--- src/verilog/zx_ports_pkg.sv ---
// shared types and constants for the port block
// only the low address byte is decoded, high bits qualify a few ports
// bit positions follow the pentagon/zx-evo paging layout

package zx_ports_pkg;

	typedef logic [7:0] zx_byte_t; // z80 data byte

	//////////////////////////////////////////////////////////////
	// low address byte of the decoded ports
	//////////////////////////////////////////////////////////////

	typedef enum logic [7:0]
	{
		PORT_FE     = 8'hFE, // keyboard, tape, border, beeper
		PORT_F6     = 8'hF6, // alias of FE
		PORT_FD     = 8'hFD, // 7ffd paging and ay
		PORT_F7     = 8'hF7, // eff7
		PORT_KJOY   = 8'h1F, // kempston joystick
		PORT_KMOUSE = 8'hDF, // kempston mouse
		PORT_SDCFG  = 8'h77, // sd config
		PORT_SDDAT  = 8'h57, // sd data
		PORT_VGSYS  = 8'hFF  // beta system port, not served here
	} port_addr_e;

	//////////////////////////////////////////////////////////////
	// register fields
	//////////////////////////////////////////////////////////////

	// 7ffd
	localparam int P7FFD_LOCK_BIT = 5; // 48k lock, only with block1m
	localparam int P7FFD_ROM_BIT  = 4; // rom select

	// eff7
	localparam int PEFF7_BLOCK1M_BIT = 2; // 1 = pentagon-1m paging off
	localparam int PEFF7_RAM0_BIT    = 3; // ram page 0 at 0000

	// reset and idle values
	localparam logic     SDCS_RESET = 1'b1;  // card deselected
	localparam zx_byte_t IDLE_BYTE  = 8'hFF; // floating bus

endpackage

--- src/verilog/port_bus_if.sv ---
// decoded i/o access, from the decoder to the register units
// wr and rd are single zclk pulses per z80 i/o cycle
// wr_lvl and rd_lvl are the raw combinational access levels

interface port_bus_if #(
	parameter int ADDR_W = 16
);

	logic [ADDR_W-1:0] addr;  // full z80 address
	logic [7:0]        data;  // write byte from z80
	logic              wr;    // write strobe, one cycle
	logic              rd;    // read strobe, one cycle
	logic              shadow; // dos / shadow ports on
	logic              wr_lvl; // iorq & wr, unregistered
	logic              rd_lvl; // iorq & rd, unregistered

	// decoder side drives everything
	modport decoder (
		output addr, data, wr, rd, shadow, wr_lvl, rd_lvl
	);

	// register units only look
	modport unit (
		input addr, data, wr, rd, shadow, wr_lvl, rd_lvl
	);

endinterface

--- src/verilog/io_decode.sv ---
// z80 i/o strobe generation and low byte decode on zclk only
// strobes come out one cycle after the first edge that sees the access
// dout follows the address and dataout says when to drive it

module io_decode import zx_ports_pkg::*; #(
	parameter int ADDR_W = 16
) (
	input  logic              zclk,
	input  logic              iorq_n,
	input  logic              rd_n,
	input  logic              wr_n,
	input  logic [ADDR_W-1:0] a,
	input  zx_byte_t          din,
	input  logic              dos,
	input  logic [4:0]        keys_in,    // fe keyboard columns
	input  logic [4:0]        kj_in,      // joystick
	input  zx_byte_t          mus_in,     // mouse
	input  logic              tape_read,
	input  zx_byte_t          sd_dataout, // last spi byte
	output logic              porthit,
	output logic              dataout,
	output zx_byte_t          dout,
	port_bus_if.decoder       bus
);

	logic       wr_act, rd_act; // access levels now
	logic       wr_seen, rd_seen; // levels at last edge
	logic       ay_data_rd;       // fffd read, answered by the ay itself
	port_addr_e loa;

	assign loa    = port_addr_e'(a[7:0]);
	assign wr_act = ~(iorq_n | wr_n);
	assign rd_act = ~(iorq_n | rd_n);

	//////////////////////////////////////////////////////////////
	// strobes
	//////////////////////////////////////////////////////////////

	always_ff @(posedge zclk)
	begin
		wr_seen <= wr_act;
		rd_seen <= rd_act;
		bus.wr  <= wr_act & ~wr_seen; // rising of access only
		bus.rd  <= rd_act & ~rd_seen;
	end

	assign bus.addr   = a;
	assign bus.data   = din;
	assign bus.shadow = dos; // shadow is dos alone here
	assign bus.wr_lvl = wr_act;
	assign bus.rd_lvl = rd_act;

	//////////////////////////////////////////////////////////////
	// decode
	//////////////////////////////////////////////////////////////

	always_comb
	begin
		case (loa)
			PORT_FE, PORT_F6, PORT_FD, PORT_KMOUSE, PORT_SDDAT:
				porthit = 1'b1;
			PORT_KJOY, PORT_F7, PORT_SDCFG:
				porthit = ~dos; // these belong to beta/atm in shadow
			default:
				porthit = 1'b0;
		endcase
	end

	assign ay_data_rd = (loa == PORT_FD) && (a[15:14] == 2'b11);
	assign dataout    = porthit & rd_act & ~ay_data_rd;

	// read data
	always_comb
	begin
		case (loa)
			PORT_FE, PORT_F6: dout = {1'b1, tape_read, 1'b0, keys_in};
			PORT_KJOY:        dout = {3'b000, kj_in};
			PORT_KMOUSE:      dout = mus_in;
			PORT_SDCFG:       dout = 8'h00; // card present and not write protected
			PORT_SDDAT:       dout = sd_dataout;
			default:          dout = IDLE_BYTE;
		endcase
	end

endmodule

--- src/verilog/paging_regs.sv ---
// 7ffd / eff7 paging registers with the pentagon-1m extension
// eff7 bit 2 set means classic 128k paging, 7ffd bit 5 then locks
// rom bit follows rstrom[0] until two edges after reset release

module paging_regs import zx_ports_pkg::*; (
	input  logic        zclk,
	input  logic        rst_n,
	input  logic [1:0]  rstrom,       // boot rom select, bit 0 used
	port_bus_if.unit    bus,
	output zx_byte_t    p7ffd,
	output zx_byte_t    peff7,
	output logic [5:0]  pent1m_page,  // 1m page number
	output logic        pent1m_rom,
	output logic        pent1m_1m_on,
	output logic        pent1m_ram0_0
);

	zx_byte_t   p7ffd_int, peff7_int;
	logic       p7ffd_rom; // rom bit, loaded at reset
	logic       rst_s1, rst_s2; // reset release sync
	logic       block1m, block7ffd;
	logic       wr_7ffd, wr_eff7;
	port_addr_e loa;

	assign loa = port_addr_e'(bus.addr[7:0]);

	assign block1m   = peff7_int[PEFF7_BLOCK1M_BIT];
	assign block7ffd = p7ffd_int[P7FFD_LOCK_BIT] & block1m;

	assign wr_7ffd = bus.wr && (loa == PORT_FD) && !bus.addr[15] && !block7ffd;
	// eff7 only outside shadow, a12 low, a8 high
	assign wr_eff7 = bus.wr && (loa == PORT_F7) && !bus.addr[12] && bus.addr[8] &&
		!bus.shadow;

	//////////////////////////////////////////////////////////////
	// registers
	//////////////////////////////////////////////////////////////

	always_ff @(posedge zclk or negedge rst_n)
	begin
		if (!rst_n)
		begin
			p7ffd_int <= '0;
			peff7_int <= '0;
		end
		else
		begin
			if (wr_7ffd)
				p7ffd_int <= bus.data; // 2:0 page, 3 screen, 4 rom, 5 lock
			if (wr_eff7)
				peff7_int <= bus.data;
		end
	end

	// reset release seen twice before rom bit becomes writable
	always_ff @(posedge zclk or negedge rst_n)
	begin
		if (!rst_n)
		begin
			rst_s1 <= 1'b1;
			rst_s2 <= 1'b1;
		end
		else
		begin
			rst_s1 <= 1'b0;
			rst_s2 <= rst_s1;
		end
	end

	always_ff @(posedge zclk)
	begin
		if (rst_s2)
			p7ffd_rom <= rstrom[0];
		else if (wr_7ffd)
			p7ffd_rom <= bus.data[P7FFD_ROM_BIT];
	end

	//////////////////////////////////////////////////////////////
	// outputs
	//////////////////////////////////////////////////////////////

	always_comb
	begin
		p7ffd                = p7ffd_int;
		p7ffd[P7FFD_ROM_BIT] = p7ffd_rom;
		peff7                = peff7_int;
		if (block1m)
		begin
			p7ffd[7:5] = 3'b000; // no 1m page bits in 128k mode
			peff7[6]   = 1'b0;
			peff7[3:1] = 3'b000;
		end
	end

	assign pent1m_page   = {p7ffd_int[7:5], p7ffd_int[2:0]};
	assign pent1m_rom    = p7ffd_int[P7FFD_ROM_BIT];
	assign pent1m_1m_on  = ~peff7_int[PEFF7_BLOCK1M_BIT];
	assign pent1m_ram0_0 = peff7_int[PEFF7_RAM0_BIT];

endmodule

--- src/verilog/audio_border.sv ---
// border colour, beeper write pulse and ay bus control
// ay lines follow the raw access, not the strobes

module audio_border import zx_ports_pkg::*; (
	input  logic       zclk,
	input  logic       rst_n,
	port_bus_if.unit   bus,
	output logic [3:0] border,    // {bright-ish a3, colour}
	output logic       beeper_wr, // one cycle, fe only
	output logic       ay_bc1,
	output logic       ay_bdir
);

	logic       fe_wr;
	logic       fd_hit;
	port_addr_e loa;

	assign loa    = port_addr_e'(bus.addr[7:0]);
	assign fe_wr  = bus.wr && ((loa == PORT_FE) || (loa == PORT_F6));
	assign fd_hit = (loa == PORT_FD);

	always_ff @(posedge zclk or negedge rst_n)
	begin
		if (!rst_n)
			border <= 4'h0;
		else if (fe_wr)
			border <= {~bus.addr[3], bus.data[2:0]};
	end

	assign beeper_wr = bus.wr && (loa == PORT_FE); // f6 leaves beeper alone

	// fffd: register select / read, bffd: data write
	assign ay_bc1  = fd_hit && (bus.addr[15:14] == 2'b11) && (bus.rd_lvl || bus.wr_lvl);
	assign ay_bdir = fd_hit && bus.addr[15] && bus.wr_lvl; // 11 and 10 both

endmodule

--- src/verilog/sd_card_ctrl.sv ---
// sd card port pair, z-controller compatible
// in shadow, 57 with a15 high becomes the config port
// sd_start is a zclk pulse, spi engine must run on the same clock

module sd_card_ctrl import zx_ports_pkg::*; (
	input  logic     zclk,
	input  logic     rst_n,
	port_bus_if.unit bus,
	output logic     sdcs_n,
	output logic     sd_start,  // kick one spi byte
	output zx_byte_t sd_datain  // byte to shift out
);

	logic       cfg_wr, dat_wr, dat_rd;
	port_addr_e loa;

	assign loa = port_addr_e'(bus.addr[7:0]);

	//////////////////////////////////////////////////////////////
	// access decode
	//////////////////////////////////////////////////////////////

	assign cfg_wr = bus.wr && (
		((loa == PORT_SDCFG) && !bus.shadow) ||
		((loa == PORT_SDDAT) && bus.shadow && bus.addr[15]));

	assign dat_wr = bus.wr && (loa == PORT_SDDAT) && (!bus.shadow || !bus.addr[15]);
	assign dat_rd = bus.rd && (loa == PORT_SDDAT); // any read starts a transfer

	always_ff @(posedge zclk or negedge rst_n)
	begin
		if (!rst_n)
			sdcs_n <= SDCS_RESET;
		else if (cfg_wr)
			sdcs_n <= bus.data[1]; // bit 1 is cs
	end

	assign sd_start = dat_wr | dat_rd;

	// reads shift out ff
	assign sd_datain = bus.wr_lvl ? bus.data : IDLE_BYTE;

endmodule

--- src/verilog/zx_ports.sv ---
// spectrum i/o port block, single zclk domain
// no wait states, the z80 cycle paces every access

module zx_ports import zx_ports_pkg::*; #(
	parameter int ADDR_W = 16
) (
	input  logic              zclk,
	input  logic              rst_n,
	input  zx_byte_t          din,
	input  logic [ADDR_W-1:0] a,
	input  logic              iorq_n,
	input  logic              rd_n,
	input  logic              wr_n,
	input  logic              dos,
	input  logic [1:0]        rstrom,
	input  logic [4:0]        keys_in,
	input  logic [4:0]        kj_in,
	input  zx_byte_t          mus_in,
	input  logic              tape_read,
	input  zx_byte_t          sd_dataout,
	output zx_byte_t          dout,
	output logic              dataout,
	output logic              porthit,
	output logic [3:0]        border,
	output logic              beeper_wr,
	output logic              ay_bc1,
	output logic              ay_bdir,
	output zx_byte_t          p7ffd,
	output zx_byte_t          peff7,
	output logic [5:0]        pent1m_page,
	output logic              pent1m_rom,
	output logic              pent1m_1m_on,
	output logic              pent1m_ram0_0,
	output logic              sdcs_n,
	output logic              sd_start,
	output zx_byte_t          sd_datain
);

	port_bus_if #(.ADDR_W(ADDR_W)) bus ();

	// strobes, decode, read mux
	io_decode #(.ADDR_W(ADDR_W)) u_decode (
		.zclk(zclk), .iorq_n(iorq_n), .rd_n(rd_n), .wr_n(wr_n), .a(a), .din(din),
		.dos(dos), .keys_in(keys_in), .kj_in(kj_in), .mus_in(mus_in),
		.tape_read(tape_read), .sd_dataout(sd_dataout),
		.porthit(porthit), .dataout(dataout), .dout(dout), .bus(bus)
	);

	paging_regs u_paging (
		.zclk(zclk), .rst_n(rst_n), .rstrom(rstrom), .bus(bus),
		.p7ffd(p7ffd), .peff7(peff7), .pent1m_page(pent1m_page),
		.pent1m_rom(pent1m_rom), .pent1m_1m_on(pent1m_1m_on),
		.pent1m_ram0_0(pent1m_ram0_0)
	);

	audio_border u_audio (
		.zclk(zclk), .rst_n(rst_n), .bus(bus), .border(border),
		.beeper_wr(beeper_wr), .ay_bc1(ay_bc1), .ay_bdir(ay_bdir)
	);

	sd_card_ctrl u_sd (
		.zclk(zclk), .rst_n(rst_n), .bus(bus),
		.sdcs_n(sdcs_n), .sd_start(sd_start), .sd_datain(sd_datain)
	);

endmodule

--- config.mk ---
export PLATFORM = sky130hd
export DESIGN_NAME = zx_ports
export DESIGN_NICKNAME = d
export VERILOG_FILES = /design/src/verilog/zx_ports_pkg.sv /design/src/verilog/port_bus_if.sv /design/src/verilog/io_decode.sv /design/src/verilog/paging_regs.sv /design/src/verilog/audio_border.sv /design/src/verilog/sd_card_ctrl.sv /design/src/verilog/zx_ports.sv
export SDC_FILE = /design/constraint.sdc
export NUM_CORES = 1
export LEC_CHECK = 0
export ABC_AREA = 1
export BUFFER_PORTS_ARGS = -buffer_cell sky130_fd_sc_hd__buf_2
export CORE_ASPECT_RATIO = 0.75
export CORE_MARGIN = 2
export CORE_UTILIZATION = 35
export DETAILED_ROUTE_END_ITERATION = 16
export GPL_ROUTABILITY_DRIVEN = 1
export HOLD_SLACK_MARGIN = 0.06
export PLACE_DENSITY = 0.65
export SYNTH_ARGS = -nofsm -noshare
export SYNTH_HDL_FRONTEND = slang
export SYNTH_SLANG_ARGS = --single-unit
--- constraint.sdc ---
create_clock -name zclk -period 1.65 [get_ports zclk]
set_clock_uncertainty 0.05 [all_clocks]
set_input_delay 0.33 -clock zclk [delete_from_list [all_inputs] [get_ports zclk]]
set_output_delay 0.33 -clock zclk [all_outputs]
set_load 0.05 [all_outputs]
# After elaboration in Yosys (flattened, before gate mapping)
# Index checks and enable logic that the tools add are counted.
totals:
  ff_bits: 28
  input_bits: 59
  output_inout_bits: 52
  elab_cells: 76
op_classes:
  eq_ne: 9
  muxes: 8
  n_bitwise: 16
  reduce_logical: 32
ops:
  columns: ["cell", "count"]
  rows:
  - ["$eq A8 B8 Y1 const B", 5]
  - ["$pmux W8 S5", 1]
  - ["$logic_and A1 B1 Y1", 20]
  - ["$eq A8 B7 Y1 const B", 2]
  - ["$eq A8 B5 Y1 const B", 1]
  - ["$mux W8", 1]
  - ["$not A1 Y1", 8]
  - ["$mux W3", 2]
  - ["$and A1 B1 Y1", 5]
  - ["$reduce_or A5 Y1", 1]
  - ["$logic_not A1 Y1", 4]
  - ["$logic_or A1 B1 Y1", 4]
  - ["$mux W1", 3]
  - ["$or A1 B1 Y1", 3]
  - ["$reduce_or A3 Y1", 1]
  - ["$eq A2 B2 Y1 const B", 1]
  - ["$pmux W1 S2", 1]
  - ["$reduce_bool A2 Y1", 1]
  - ["$reduce_or A2 Y1", 1]

# Logic depth before layout (Yosys ltp)
# Gate-level depths: netlist of the first run.
logic_depth:
  ltp_word: 6
  mapped_depth: 9
  ltp_nobuf: 9

# Cells and area by module
# From an unflattened synthesis of the first run, not the netlist that was laid out.
unflattened:
  hier_cells: 327
  hier_area_um2: 2290.9
modules_own_cells:
  columns: ["mod", "n_inst", "cells_per_inst", "area_per_inst_um2", "seq_area_each_um2"]
  rows:
  - ["paging_regs", 1, 120, 1042.2, 483.0]
  - ["io_decode", 1, 129, 772.0, 80.1]
  - ["audio_border", 1, 34, 276.5, 100.1]
  - ["sd_card_ctrl", 1, 44, 200.2, 26.3]

# Least setup slack after synthesis of the first run
# OpenSTA, ideal clock, no wires.
synth_path:
  path_kind: "input -> output"
  startpoint: "input port a[1]"
  endpoint: "output port dataout"
  t_arrival_ns: 1.835
  t_required_ns: 1.270
  slack_ns: -0.565
  cell_stages: 7
  n_path_buf: 1
  cell_sequence: "nand2_1 nor2_1 buf_4 nand2_1 nand3_1 nand2_1 a21oi_1"
synth_between:
  elab_chain_len: 5
  word_cells_on_any_way: 15
  cone_classes: "eq/ne: 8; mux: 1; bitwise: 3; reduce/logical: 3"
synth_lines:
  columns: ["element", "line_no", "source"]
  rows:
  - ["start, declared", "zx_ports.sv:10", "input logic [ADDR_W-1:0] a,"]
  - ["$eq A8 B8 Y1, or another cell as far along", "io_decode.sv:59", "case (loa)"]
  - ["$reduce_or A5 Y1 or $reduce_or A3 Y1 (tied branches)", "io_decode.sv:59", null]
  - ["$pmux W1 S2", "io_decode.sv:59", null]
  - ["$and A1 B1 Y1", "io_decode.sv:70", "assign dataout = porthit & rd_act & ~ay_data_rd;"]
  - ["$and A1 B1 Y1 (*)", "io_decode.sv:70", null]
  - ["end, declared", "zx_ports.sv:22", "output logic dataout,"]
# Every way passes the cells marked *; elsewhere a longest branch is shown, timed or not.

# Final worst setup path of the first run
layout_path:
  startpoint: "input port a[6]"
  endpoint: "output port dout[4]"
layout_between:
  elab_chain_len: 3
  word_cells_on_any_way: 8
  cone_classes: "eq/ne: 6; mux: 1; reduce/logical: 1"
layout_lines:
  columns: ["element", "line_no", "source"]
  rows:
  - ["$eq A8 B8 Y1", "io_decode.sv:75", "case (loa)"]
  - ["$reduce_or A2 Y1", "io_decode.sv:75", null]
  - ["$pmux W8 S5 (*)", "io_decode.sv:75", null]
  - ["end, declared", "zx_ports.sv:21", "output zx_byte_t dout,"]
# Marked as above.

==> results of run 1 <==
-- power by group --
part / switching (mW) / internal (mW) / leakage, nW / total (mW)
combinational: 0.224 / 0.132 / 1.18 / 0.357
sequential: 0.00796 / 0.708 / 0.351 / 0.716
clock: 0.200 / 0.214 / 0.0288 / 0.414
-- cell usage in the layout (no fill, tap or decap), types with 2 or more instances in the layout --
| cell | instances |
|---|---|
| a21oi_1 | 3 |
| inv_2 | 2 |
| nor2_4 | 8 |
| dfrtp_1 | 19 |
| nor3_2 | 2 |
| buf_2 | 78 |
| buf_6 | 19 |
| inv_4 | 3 |
| buf_4 | 29 |
| inv_1 | 24 |
| nor2_2 | 8 |
| nand2_1 | 54 |
| nor2_1 | 11 |
| dfxtp_1 | 4 |
| a21oi_4 | 2 |
| dfstp_2 | 3 |
| nand3_1 | 21 |
| clkbuf_8 | 4 |
| nand2_4 | 9 |
| nand3_4 | 2 |
| nand2_2 | 15 |
| conb_1 | 2 |
| buf_8 | 7 |
| o21ai_0 | 22 |
-- metrics by stage --
stage	power, mW	utilization	instances	setup WS [ns]	hold WS, ns
global route	1.559	0.6461	421	-0.1985	0.2054
global placement	1.016	0.5349	411	-0.3091	0.2751
finish	1.486	0.6461	421	-0.1287	0.2073
detailed placement	1.020	0.5349	411	-0.3626	0.2728
floorplan	0.8899	-	238	-0.1627	-0.01559
CTS	1.479	0.6165	419	-0.07763	0.1947
-- layer usage --
layer  vias to the layer above  share of wire  track usage
li1                        984              -            -
met2                        55           0.49       0.3145
met1                       854           0.44       0.2502
met4                         0          0.024      0.05738
met5                         -              0            0
met3                        16          0.038      0.04325
-- logic make-up after synthesis --
| logic type | Yosys count |
|---|---|
| and+or+nand+nor | 137 |
| buffers and inverters | 44 |
| DFF | 28 |
| AOI/OAI and AO/OA | 27 |
| other | 1 |
-- final timing paths --
check | start | end | slack (ns)
max | a[6] | dout[4] | -0.13
min | rd_n | u_decode.rd_seen$_DFF_P_ | 0.21
max reg2reg | u_paging.peff7_int[2]$_DFFE_PN0P_ | u_paging.p7ffd_int[4]$_DFFE_PN0P_ | 0.35
min reg2reg | u_paging.rst_s1$_DFF_PN1_ | u_paging.rst_s2$_DFF_PN1_ | 0.31
max in group asynchronous | rst_n | u_paging.peff7_int[2]$_DFFE_PN0P_ | 0.70
min in group asynchronous | rst_n | u_paging.p7ffd_int[4]$_DFFE_PN0P_ | 0.49
-- flip-flops by register name, indices dropped and copies added, names as in the netlist --
signal and count:
u_decode.rd_seen 1, u_paging.p7ffd_rom 1, u_sd.sdcs_n 1, u_paging.p7ffd_int 8, u_decode.bus.rd 1, u_decode.bus.wr 1, u_paging.peff7_int 8, u_paging.rst_s1 1
u_decode.wr_seen 1, u_paging.rst_s2 1, u_audio.border 4
-- final cells by class --
class | count | share of cell area
timing repair buffer | 136 | 0.3323
multi-input combinational | 166 | 0.3435
sequential | 28 | 0.2379
inverter | 30 | 0.04267
tap | 57 | 0.02457
clock buffer | 4 | 0.01897
-- timing repair --
item / CTS / global route
buffers inserted: 3 / 2
setup endpoints to repair: 16 / 16
gates cloned: 0 / 0
hold endpoints to repair: 20 / 0
gates resized for setup: 90 / 32
pin swaps: 18 / 14
hold buffers: 1 / 0
==> impl_results.rst, run 1 <==
.. list-table::
   :header-rows: 1

   * - Metric
     - Value
   * - Cell taking the most area after synthesis
     - dfrtp_1
   * - Clock Latency Late Sink
     - 0.27 ns
   * - Residual antenna-violating net count after detailed routing
     - 0
   * - Post-detailed-placement half-perimeter wirelength
     - 3907 um
   * - Dominant cell by count in the synthesized netlist
     - nand2_1
   * - Total of flip-flops plus latches after synthesis
     - 28
   * - Area share of fa/ha/maj cells after synthesis
     - 0
   * - Via total after detailed routing
     - 1909
   * - Floorplan row count
     - 21
   * - Multiplexer area fraction after synthesis
     - 0
   * - Number of synthesized flops with an enable pin
     - 1
   * - Peak fanout along the critical path
     - 8
   * - Category of the worst setup path capture point
     - output pin
   * - Min Tclk post-route
     - 1.779 ns
   * - Top Family by Delay on Critical Path
     - buffers and inverters
   * - Overall track demand over capacity in global routing
     - 0.1904
   * - Maximum number of pins on one net before global-route repair
     - 24
   * - Die span in y
     - 63.24 um
   * - Xor-xnor portion of the synthesized cell area
     - 0
   * - Placer's final routability congestion estimate
     - 0.8764
   * - Drt pass-1 iters
     - 4
   * - Post-layout net count
     - 424
   * - Final setup violation count
     - 11
   * - Simple-gate area share of the yosys netlist
     - 0.3667
   * - Count of max-cap constraint violations
     - 0
   * - Critical path data required time
     - 1.27 ns
   * - Total power per unit cell area
     - 512.1 nW/um2
   * - Setup TNS after final layout
     - -1.058 ns
   * - Clock H-tree levels
     - 1
   * - Clock tree buffer depth
     - 2
   * - Wire length reported by the detailed router
     - 5118 um
   * - Crit path buffers/inverters
     - 5
   * - Cell with the most instances on the worst path
     - nand2_2
   * - CP max stage cell
     - nand3b_4
   * - Clock tree from TritonCTS
     - done
   * - Synthesized-area fraction occupied by ao, oa, aoi and oai cells
     - 0.08251
   * - Setup WS post-layout
     - -0.1287 ns
   * - Placed cell area
     - 2404 um2
   * - Post-route standard cell area excluding fillers
     - 2903 um2
   * - Number of antenna repair diodes
     - 0
   * - Share of synthesized flip-flops with an asynchronous set or reset
     - 0.8214
   * - HP Class
     - in2reg
   * - WS Path Type
     - in2out
   * - Proportion of synthesized chip area in sequential cells
     - 0.4209
   * - Highest clock frequency the design can meet
     - 0.5622 GHz
   * - Sequence of cells on the critical path
     - buf_8 > buf_6 > inv_2 > nand2_2 > nor2_2 > nand2_2 > buf_6 > nand3b_4 > nand2_2 > buf_8
   * - Cell depth of the worst hold path
     - 2
   * - Result of the run
     - complete, but fails checks
   * - Final critical-path share of the clock period
     - 1.078
   * - Dominant combinational cell family by area after synthesis
     - simple AND/OR/NAND/NOR gates
   * - Ratio of routed vias to standard cells
     - 4.534
   * - Share of final-layout standard cells stronger than drive strength 1
     - 0.5495
   * - Area Growth Syn to Fin
     - 77.23%
   * - Hold violation total from the final report
     - 0
   * - Post-Syn Instances
     - 237
   * - Commonest register cell after synthesis
     - dfrtp_1
   * - Avg Inst Size Synth
     - 6.911 um2
   * - Antenna violations before repair
     - 0
   * - Area inside the core boundary
     - 4493 um2
   * - Final-report max-slew violation count
     - 0
   * - Initial detailed-routing violation count
     - 69
   * - Lkg Pwr
     - 1.562 nW
   * - Logic depth of the worst register-to-register path
     - 5
   * - Yosys warnings
     - 0
   * - Combined area of all synthesized cells
     - 1638 um2
   * - Vias in the first global route
     - 1854
   * - Maximum ir drop on the vdd rail
     - 0.4348 mV
   * - Clock Root Buffer
     - clkbuf_8
   * - CTS Sinks
     - 28
   * - Total Die Area
     - 5248 um2
   * - Top cell type's share of synthesized area
     - 0.3056
   * - Failing checks
     - setup timing
   * - Endpoint arrival time on the critical path
     - 1.40 ns
   * - Number of I/O port buffers
     - 104
   * - # IOs
     - 111
   * - Leftover overflow at the end of global routing
     - 0
   * - Total area of sequential cells
     - 690.7 um2
   * - Setup repair after global routing missed its margin
     - true
   * - Distinct cells, synth
     - 23
   * - TritonCTS buffer count
     - 3
   * - Detail-routed net length per standard cell
     - 12.16 um
   * - Crit path depth
     - 10
   * - Critical Path Max Stage Delay
     - 0.16 ns
   * - Fill cell total of the finished layout
     - 389
   * - Post-detailed-route DRC marker count
     - 0
   * - Global-route wire length before repair
     - 8135 um
   * - Kind of start point of the critical path
     - input pin
   * - Cell types occupying the most area after synthesis
     - dfrtp_1, nand2_1, nand3_1
   * - Die extent in x
     - 82.99 um
   * - Post-synth top cells
     - nand2_1, inv_1, nor2_1, nand3_1, o21ai_0
   * - Area of combinational cells with multiple inputs
     - 997.2 um2
   * - Clock transition at the registers of the reported paths
     - 0.09 ns
   * - Initial Util
     - 0.3645
(Power assumes the default switching activity.)
==> run 2: changes to the inputs <==
CELL_PAD_IN_SITES_DETAIL_PLACEMENT = 0   (was default)
CELL_PAD_IN_SITES_GLOBAL_PLACEMENT = 1   (was default)
CORE_UTILIZATION = 24   (was 35)
PLACE_DENSITY = 0.71   (was 0.65)
clock period = 1.6 ns   (was 1.65 ns; I/O delays follow)
==> run 2 against run 1 <==
The run still ends with setup timing left. Sequential share of layout area decreased by 0.12 points. Count of clock-buffer cells in the layout unchanged. Global-route usage decreased by 4.9 points. Die area increased by 43%. Combinational power increased by 5.9%. Critical path depth decreased by 2. Final area increased by 0.34%. Clock power decreased by 6.3%. Critical path type unchanged.
==> impl_results.rst, run 2 (same netlist as run 1, synthesis figures left out) <==
.. list-table::
   :header-rows: 1

   * - Metric
     - Value
   * - Critical path data required time
     - 1.23 ns (-0.04 ns)
   * - # IOs
     - 111 (unchanged)
   * - Hold violation total from the final report
     - 0 (unchanged)
   * - Clock tree buffer depth
     - 2 (unchanged)
   * - Crit Reg-Reg Startpoint
     - u_paging.p7ffd_int[5]$_DFFE_PN0P_
   * - Min Tclk post-route
     - 1.741 ns
   * - Number of I/O port buffers
     - 104 (unchanged)
   * - Via total after detailed routing
     - 1847 (-3.2%)
   * - Sequential group share of total power
     - 0.491 (+0.009)
   * - Post-layout net count
     - 419 (-1.2%)
   * - Total power per unit cell area
     - 516.4 nW/um2 (+0.85%)
   * - Endpoint arrival time on the critical path
     - 1.37 ns (-0.03 ns)
   * - Start point of the worst hold path
     - rd_n
   * - Post-detailed-placement half-perimeter wirelength
     - 4328 um (+11%)
   * - Maximum number of pins on one net before global-route repair
     - 24 (unchanged)
   * - Die extent in x
     - 99.39 um (+20%)
   * - Final setup violation count
     - 11 (unchanged)
   * - Result of the run
     - complete, but fails checks
   * - Power dissipated by switching net loads
     - 0.4522 mW (+4.6%)
   * - RR Endpoint
     - u_paging.p7ffd_rom$_DFFE_PP_
   * - HP Class
     - in2reg
   * - Count of max-cap constraint violations
     - 0 (unchanged)
   * - Number of antenna repair diodes
     - 0 (unchanged)
   * - Cell-internal power
     - 1.052 mW (-0.19%)
   * - Detail Route met3 WL
     - 207 um (+6.2%)
   * - Total power consumption of the routed design
     - 1.504 mW (+1.2%)
   * - Residual antenna-violating net count after detailed routing
     - 0 (unchanged)
   * - Worst slew pin tran
     - 0.5313 ns
   * - Clock Root Buffer
     - clkbuf_8
   * - Setup TNS after final layout
     - -1.165 ns (-0.1070 ns)
   * - Most common cell after layout, fill and taps aside
     - buf_2
   * - Fill cell total of the finished layout
     - 688 (+77%)
   * - Crit path buffers/inverters
     - 3 (-2)
   * - Leftover overflow at the end of global routing
     - 0 (unchanged)
   * - Logic depth of the worst register-to-register path
     - 3 (-2)
   * - Clock Latency Late Sink
     - 0.27 ns (about the same)
   * - Top metal layer carrying routed signals
     - met3
   * - Initial detailed-routing violation count
     - 45 (-35%)
   * - Peak fanout along the critical path
     - 8 (unchanged)
   * - Clock tree from TritonCTS
     - done
   * - Final critical-path share of the clock period
     - 1.088
   * - DR WL met2
     - 2625 um (+4.2%)
   * - Lkg Pwr
     - 1.513 nW (-3.1%)
   * - Area inside the core boundary
     - 6701 um2 (+49%)
   * - Placer's final routability congestion estimate
     - 0.8200 (-6.4%)
   * - Clock transition at the registers of the reported paths
     - 0.09 ns (about the same)
   * - Kind of start point of the critical path
     - input pin
   * - TritonCTS buffer count
     - 3 (unchanged)
   * - Worst-case headroom to the max-slew limit
     - 0.6458
   * - WS Path Type
     - in2out
   * - Most frequent cells in the layout
     - buf_2, nand2_1, inv_1, buf_4
   * - Worst min-delay path endpoint
     - u_decode.rd_seen$_DFF_P_
   * - Final-report max-slew violation count
     - 0 (unchanged)
   * - Crit path depth
     - 8 (-2)
   * - CP max stage cell
     - nand3b_4
   * - Setup repair after global routing missed its margin
     - true
   * - Cell depth of the worst hold path
     - 2 (unchanged)
   * - Cell count after placement
     - 434 (+5.6%)
   * - Portion of total power attributed to the clock network
     - 0.258 (-0.020)
   * - Highest clock frequency the design can meet
     - 0.5745 GHz
   * - Non-filler instance count after layout
     - 443 (+5.2%)
   * - Switch share
     - 0.3006 (+0.009694)
   * - Pre-CTS WS
     - -0.2729 ns (+0.08971 ns)
   * - Reg-to-reg slack, setup
     - 0.27 ns (-0.08 ns)
   * - Global-route wire length before repair
     - 8397 um (+3.2%)
   * - Antenna violations before repair
     - 0 (unchanged)
   * - Critical Path Max Stage Delay
     - 0.23 ns (+0.07 ns)
   * - Setup WS post-layout
     - -0.1407 ns (-0.01198 ns)
   * - Sum of routed wire segments on met1
     - 2679 um (+18%)
   * - Post-detailed-route DRC marker count
     - 0 (unchanged)
   * - Top Family by Delay on Critical Path
     - simple AND/OR/NAND/NOR gates
   * - Wire length reported by the detailed router
     - 5512 um (+7.7%)
   * - Vias in the first global route
     - 1708 (-7.9%)
   * - Share of final-layout standard cells stronger than drive strength 1
     - 0.5320 (-0.01742)
   * - Failing checks
     - setup timing
   * - Detail-routed net length per standard cell
     - 12.44 um (+2.3%)
   * - CTS Sinks
     - 28 (unchanged)
   * - Die span in y
     - 75.54 um (+19%)
   * - Sequence of cells on the critical path
     - buf_8 > buf_6 > nor2_4 > nand2_4 > nand3_4 > nand3b_4 > nand2_2 > buf_8
   * - Category of the worst setup path capture point
     - output pin
   * - Cell with the most instances on the worst path
     - buf_8
   * - Floorplan row count
     - 26 (+24%)
   * - Clock H-tree levels
     - 1 (unchanged)
   * - Initial Util
     - 0.2444 (-0.1201)
   * - Total Die Area
     - 7508 um2 (+43%)
   * - Ratio of routed vias to standard cells
     - 4.169 (-8.1%)
   * - Drt pass-1 iters
     - 4 (unchanged)
   * - Maximum ir drop on the vdd rail
     - 0.4116 mV (-5.3%)
   * - Overall track demand over capacity in global routing
     - 0.1416 (-0.04882)
   * - Leading registers by flop count
     - u_paging.p7ffd_int: 8 flops, u_paging.peff7_int: 8 flops, u_audio.border: 4 flops
   * - Area Growth Syn to Fin
     - 77.85%
   * - Fraction of power consumed by combinational cells
     - 0.251 (+0.011)
==> run 2: cell types whose count changed in the layout (fill, tap and decap cells not counted), moves of 2 or more <==
cell,previous run,this run
buf_4,29,24
nand2_1,54,56
nor2_4,8,10
buf_8,7,15
nand2_4,9,7
buf_6,19,14
==> run 2: per-layer routing <==
| layer | vias to the layer above | GRT usage |
|---|---|---|
| li1 | 973 | - |
| met2 | 31 | 0.2282 |
| met3 | 0 | 0.03211 |
| met1 | 843 | 0.2034 |
| met4 | 0 | 0.01370 |
| met5 | - | 0 |
==> run 2: repair_timing <==
item                                    4_1_cts  5_1_grt
endpoints found under the hold margin        20        0
gates resized for setup                      99       28
hold buffers                                  1        0
pin swaps                                    20       16
endpoints found under the setup margin       15       19
buffers inserted                              4        0
gates cloned                                  0        0
==> run 2: through the flow <==
step	utilization	instance area [um2]	hold WS [ns]
3_5_place_dp	0.3613	2421	0.2763
3_3_place_gp	0.3613	2421	0.2693
6_report	0.4347	2913	0.1785
2_1_floorplan	-	1727	-0.02559
4_1_cts	0.4216	2825	0.1745
5_1_grt	0.4347	2913	0.1835
==> run 2: layout make-up <==
type / count / area [um2] / area share
multi-input combinational: 166 / 993.5 / 0.3411
clock buffer: 4 / 45.04 / 0.01546
sequential: 28 / 689.4 / 0.2367
tap: 84 / 105.1 / 0.03608
inverter: 30 / 121.4 / 0.04167
timing repair buffer: 131 / 958.4 / 0.3290
==> run 2: power by group through the flow <==
stage	Combinational [mW]	Clock, mW	Sequential (mW)
final	0.378	0.388	0.738
after global routing	0.408	0.430	0.742
after CTS	0.364	0.400	0.738
after detailed placement	0.309	0	0.752
after global placement	0.307	0	0.752
after floorplan	0.141	0	0.781
==> run 2: worst max-delay path by stage <==
stage	slack (ns)	from	to
5_1_grt	-0.19	a[1]	dout[2]
3_3_place_gp	-0.29	a[0]	beeper_wr
3_5_place_dp	-0.27	a[5]	dout[6]
4_1_cts	-0.14	a[3]	dout[3]
6_report	-0.14	a[0]	dout[2]
2_1_floorplan	-0.14	a[5]	dataout
==> run 3: changes to the inputs <==
CORE_UTILIZATION = 25   (was 24)
CTS_BUF_LIST = sky130_fd_sc_hd__clkbuf_8   (was default)
PLACE_DENSITY = 0.74   (was 0.71)
==> run 3 against run 2 <==
The run still ends with setup timing left. Critical path depth rose by 1. Hold slack got worse by 0.013 ns. Combinational power fell by 4%. Cell count fell by 0.23%. Setup slack improved by 0.021 ns. Die area fell by 3.8%. Largest cell class unchanged. Largest power group unchanged. Highest routed layer is now met4.
==> impl_results.rst, run 3 (same netlist as run 1, synthesis figures left out) <==
.. list-table::
   :header-rows: 1

   * - Metric
     - Value
   * - Total power per unit cell area
     - 518.9 nW/um2 (+0.48%)
   * - Final setup violation count
     - 14 (+3)
   * - TritonCTS buffer count
     - 3 (unchanged)
   * - Cell-internal power
     - 1.039 mW (-1.3%)
   * - Maximum ir drop on the vdd rail
     - 0.3585 mV (-13%)
   * - Total power consumption of the routed design
     - 1.489 mW (-0.99%)
   * - Most frequent cells in the layout
     - buf_2, nand2_1, buf_4, inv_1
   * - Most common cell after layout, fill and taps aside
     - buf_2
   * - Non-filler instance count after layout
     - 442 (-0.23%)
   * - Worst-case headroom to the max-slew limit
     - 0.6541 (+0.008289)
   * - # IOs
     - 111 (unchanged)
   * - Setup repair after global routing missed its margin
     - true
   * - Pre-CTS WS
     - -0.3146 ns (-0.04172 ns)
   * - Endpoint of the most critical setup path
     - dout[0]
   * - Vias in the first global route
     - 1773 (+3.8%)
   * - Logic depth of the worst register-to-register path
     - 4 (+1)
   * - Failing checks
     - setup timing
   * - Setup TNS after final layout
     - -1.324 ns (-0.1588 ns)
   * - Count of max-cap constraint violations
     - 0 (unchanged)
   * - Area of combinational cells with multiple inputs
     - 964.7 um2 (-2.9%)
   * - Leading registers by flop count
     - u_paging.p7ffd_int: 8 flops, u_paging.peff7_int: 8 flops, u_audio.border: 4 flops
   * - Residual antenna-violating net count after detailed routing
     - 0 (unchanged)
   * - Result of the run
     - complete, but fails checks
   * - RR Endpoint
     - u_paging.p7ffd_rom$_DFFE_PP_
   * - Maximum number of pins on one net before global-route repair
     - 24 (unchanged)
   * - Worst slew pin tran
     - 0.5189 ns (-0.01243 ns)
   * - Global-route wire length before repair
     - 8273 um (-1.5%)
   * - Floorplan row count
     - 25 (-3.8%)
   * - Critical path data required time
     - 1.23 ns (about the same)
   * - Wire length reported by the detailed router
     - 5400 um (-2.0%)
   * - Post-detailed-route DRC marker count
     - 0 (unchanged)
   * - Power dissipated by switching net loads
     - 0.4508 mW (-0.31%)
   * - Hold violation total from the final report
     - 0 (unchanged)
   * - Die extent in x
     - 97.46 um (-1.9%)
   * - Post-layout net count
     - 421 (+0.48%)
   * - Antenna violations before repair
     - 0 (unchanged)
   * - Min Tclk post-route
     - 1.719 ns (-0.02141 ns)
   * - Drt pass-1 iters
     - 4 (unchanged)
   * - Worst Setup SP
     - a[5]
   * - Area inside the core boundary
     - 6319 um2 (-5.7%)
   * - Clock tree buffer depth
     - 2 (unchanged)
   * - Ratio of routed vias to standard cells
     - 4.233 (+1.5%)
   * - Initial detailed-routing violation count
     - 56 (+24%)
   * - Share of final-layout standard cells stronger than drive strength 1
     - 0.5291 (-0.002948)
   * - Total Die Area
     - 7221 um2 (-3.8%)
   * - Placer's final routability congestion estimate
     - 0.7942 (-3.1%)
   * - Setup WS post-layout
     - -0.1193 ns (+0.02141 ns)
   * - Post-detailed-placement half-perimeter wirelength
     - 4223 um (-2.4%)
   * - Lkg Pwr
     - 1.511 nW (-0.17%)
   * - Number of I/O port buffers
     - 104 (unchanged)
   * - Clock Root Buffer
     - clkbuf_8
   * - Endpoint arrival time on the critical path
     - 1.35 ns (-0.02 ns)
   * - Leftover overflow at the end of global routing
     - 0 (unchanged)
   * - Highest clock frequency the design can meet
     - 0.5816 GHz (+1.2%)
   * - CTS Sinks
     - 28 (unchanged)
   * - Final-report max-slew violation count
     - 0 (unchanged)
   * - Initial Util
     - 0.2592 (+0.01481)
   * - WS Path Type
     - in2out
   * - Clock transition at the registers of the reported paths
     - 0.09 ns (about the same)
   * - Detail-routed net length per standard cell
     - 12.22 um (-1.8%)
   * - Final critical-path share of the clock period
     - 1.075 (-0.01338)
   * - Peak fanout along the critical path
     - 8 (unchanged)
   * - HP Class
     - in2reg
   * - Fraction of power consumed by combinational cells
     - 0.244 (-0.007)
   * - Crit Reg-Reg Startpoint
     - u_paging.peff7_int[2]$_DFFE_PN0P_
   * - Kind of start point of the critical path
     - input pin
   * - Via total after detailed routing
     - 1871 (+1.3%)
   * - Area Growth Syn to Fin
     - 75.25%
   * - Category of the worst setup path capture point
     - output pin
   * - Sequential group share of total power
     - 0.496 (+0.005)
   * - Die span in y
     - 74.10 um (-1.9%)
   * - Clock H-tree levels
     - 1 (unchanged)
   * - Cell count after placement
     - 429 (-1.2%)
   * - Switch share
     - 0.3027 (+0.002073)
   * - Number of antenna repair diodes
     - 0 (unchanged)
   * - Total area of sequential cells
     - 689.4 um2 (unchanged)
   * - Clock tree from TritonCTS
     - done
   * - Portion of total power attributed to the clock network
     - 0.260 (+0.002)
   * - Reg-to-reg slack, setup
     - 0.13 ns (-0.14 ns)
   * - Fill cell total of the finished layout
     - 645 (-6.3%)
   * - Clock Latency Late Sink
     - 0.27 ns (about the same)
   * - Overall track demand over capacity in global routing
     - 0.1396 (-0.001941)
==> run 3: worst min-delay path by stage <==
stage           from                                 to  slack, ns  cells after the start
2_1_floorplan  rst_n      u_audio.border[0]$_DFFE_PN0P_      -0.03                      0
3_3_place_gp   rst_n  u_paging.p7ffd_int[0]$_DFFE_PN0P_       0.27                      1
3_5_place_dp   rst_n  u_paging.p7ffd_int[0]$_DFFE_PN0P_       0.28                      1
4_1_cts         rd_n           u_decode.rd_seen$_DFF_P_       0.16                      2
5_1_grt         rd_n           u_decode.rd_seen$_DFF_P_       0.17                      2
6_report        rd_n           u_decode.rd_seen$_DFF_P_       0.17                      2
==> run 3: timing repair <==
item,CTS,global route
setup endpoints to repair,19,20
hold buffers,1,0
gates resized for setup,90,14
hold endpoints to repair,20,0
setup buffers,4,5
pin swaps,14,5
==> run 3: power groups by stage <==
| stage | Clock, mW | Combinational, mW | Sequential [mW] |
|---|---|---|---|
| 3_5_place_dp | 0 | 0.307 | 0.752 |
| 6_report | 0.387 | 0.364 | 0.738 |
| 5_1_grt | 0.436 | 0.392 | 0.741 |
| 3_3_place_gp | 0 | 0.304 | 0.752 |
| 2_1_floorplan | 0 | 0.141 | 0.781 |
| 4_1_cts | 0.402 | 0.353 | 0.739 |
==> run 3: layout make-up <==
cell class / count / area share
Inverter: 30 / 0.04228
Clock buffer: 3 / 0.01439
Clock inverter: 1 / 0.001308
Multi-Input combinational cell: 166 / 0.3361
Sequential cell: 28 / 0.2402
Tap cell: 81 / 0.03531
Timing Repair Buffer: 133 / 0.3304
==> run 3: layer usage <==
metal	wire (um)	global-route usage	up-vias
li1	-	-	975
met2	2521	0.2207	42
met5	0	0	-
met4	106	0.03549	0
met1	2570	0.1981	844
met3	203	0.02820	10
==> run 3: worst max-delay path, cell delays in order <==
cell      delay (ns)
buf_6           0.10
inv_1           0.05
nand2_2         0.10
nor2_4          0.15
nand2_2         0.08
nand3_2         0.07
nand3b_4        0.23
nand2_2         0.08
buf_8           0.15
==> run 3: metrics by stage <==
step / area [um2] / hold WS, ns / util
2_1_floorplan: 1727 / -0.02559 / -
3_3_place_gp: 2415 / 0.2700 / 0.3822
3_5_place_dp: 2415 / 0.2796 / 0.3822
4_1_cts: 2780 / 0.1631 / 0.4400
5_1_grt: 2870 / 0.1697 / 0.4543
6_report: 2870 / 0.1658 / 0.4543
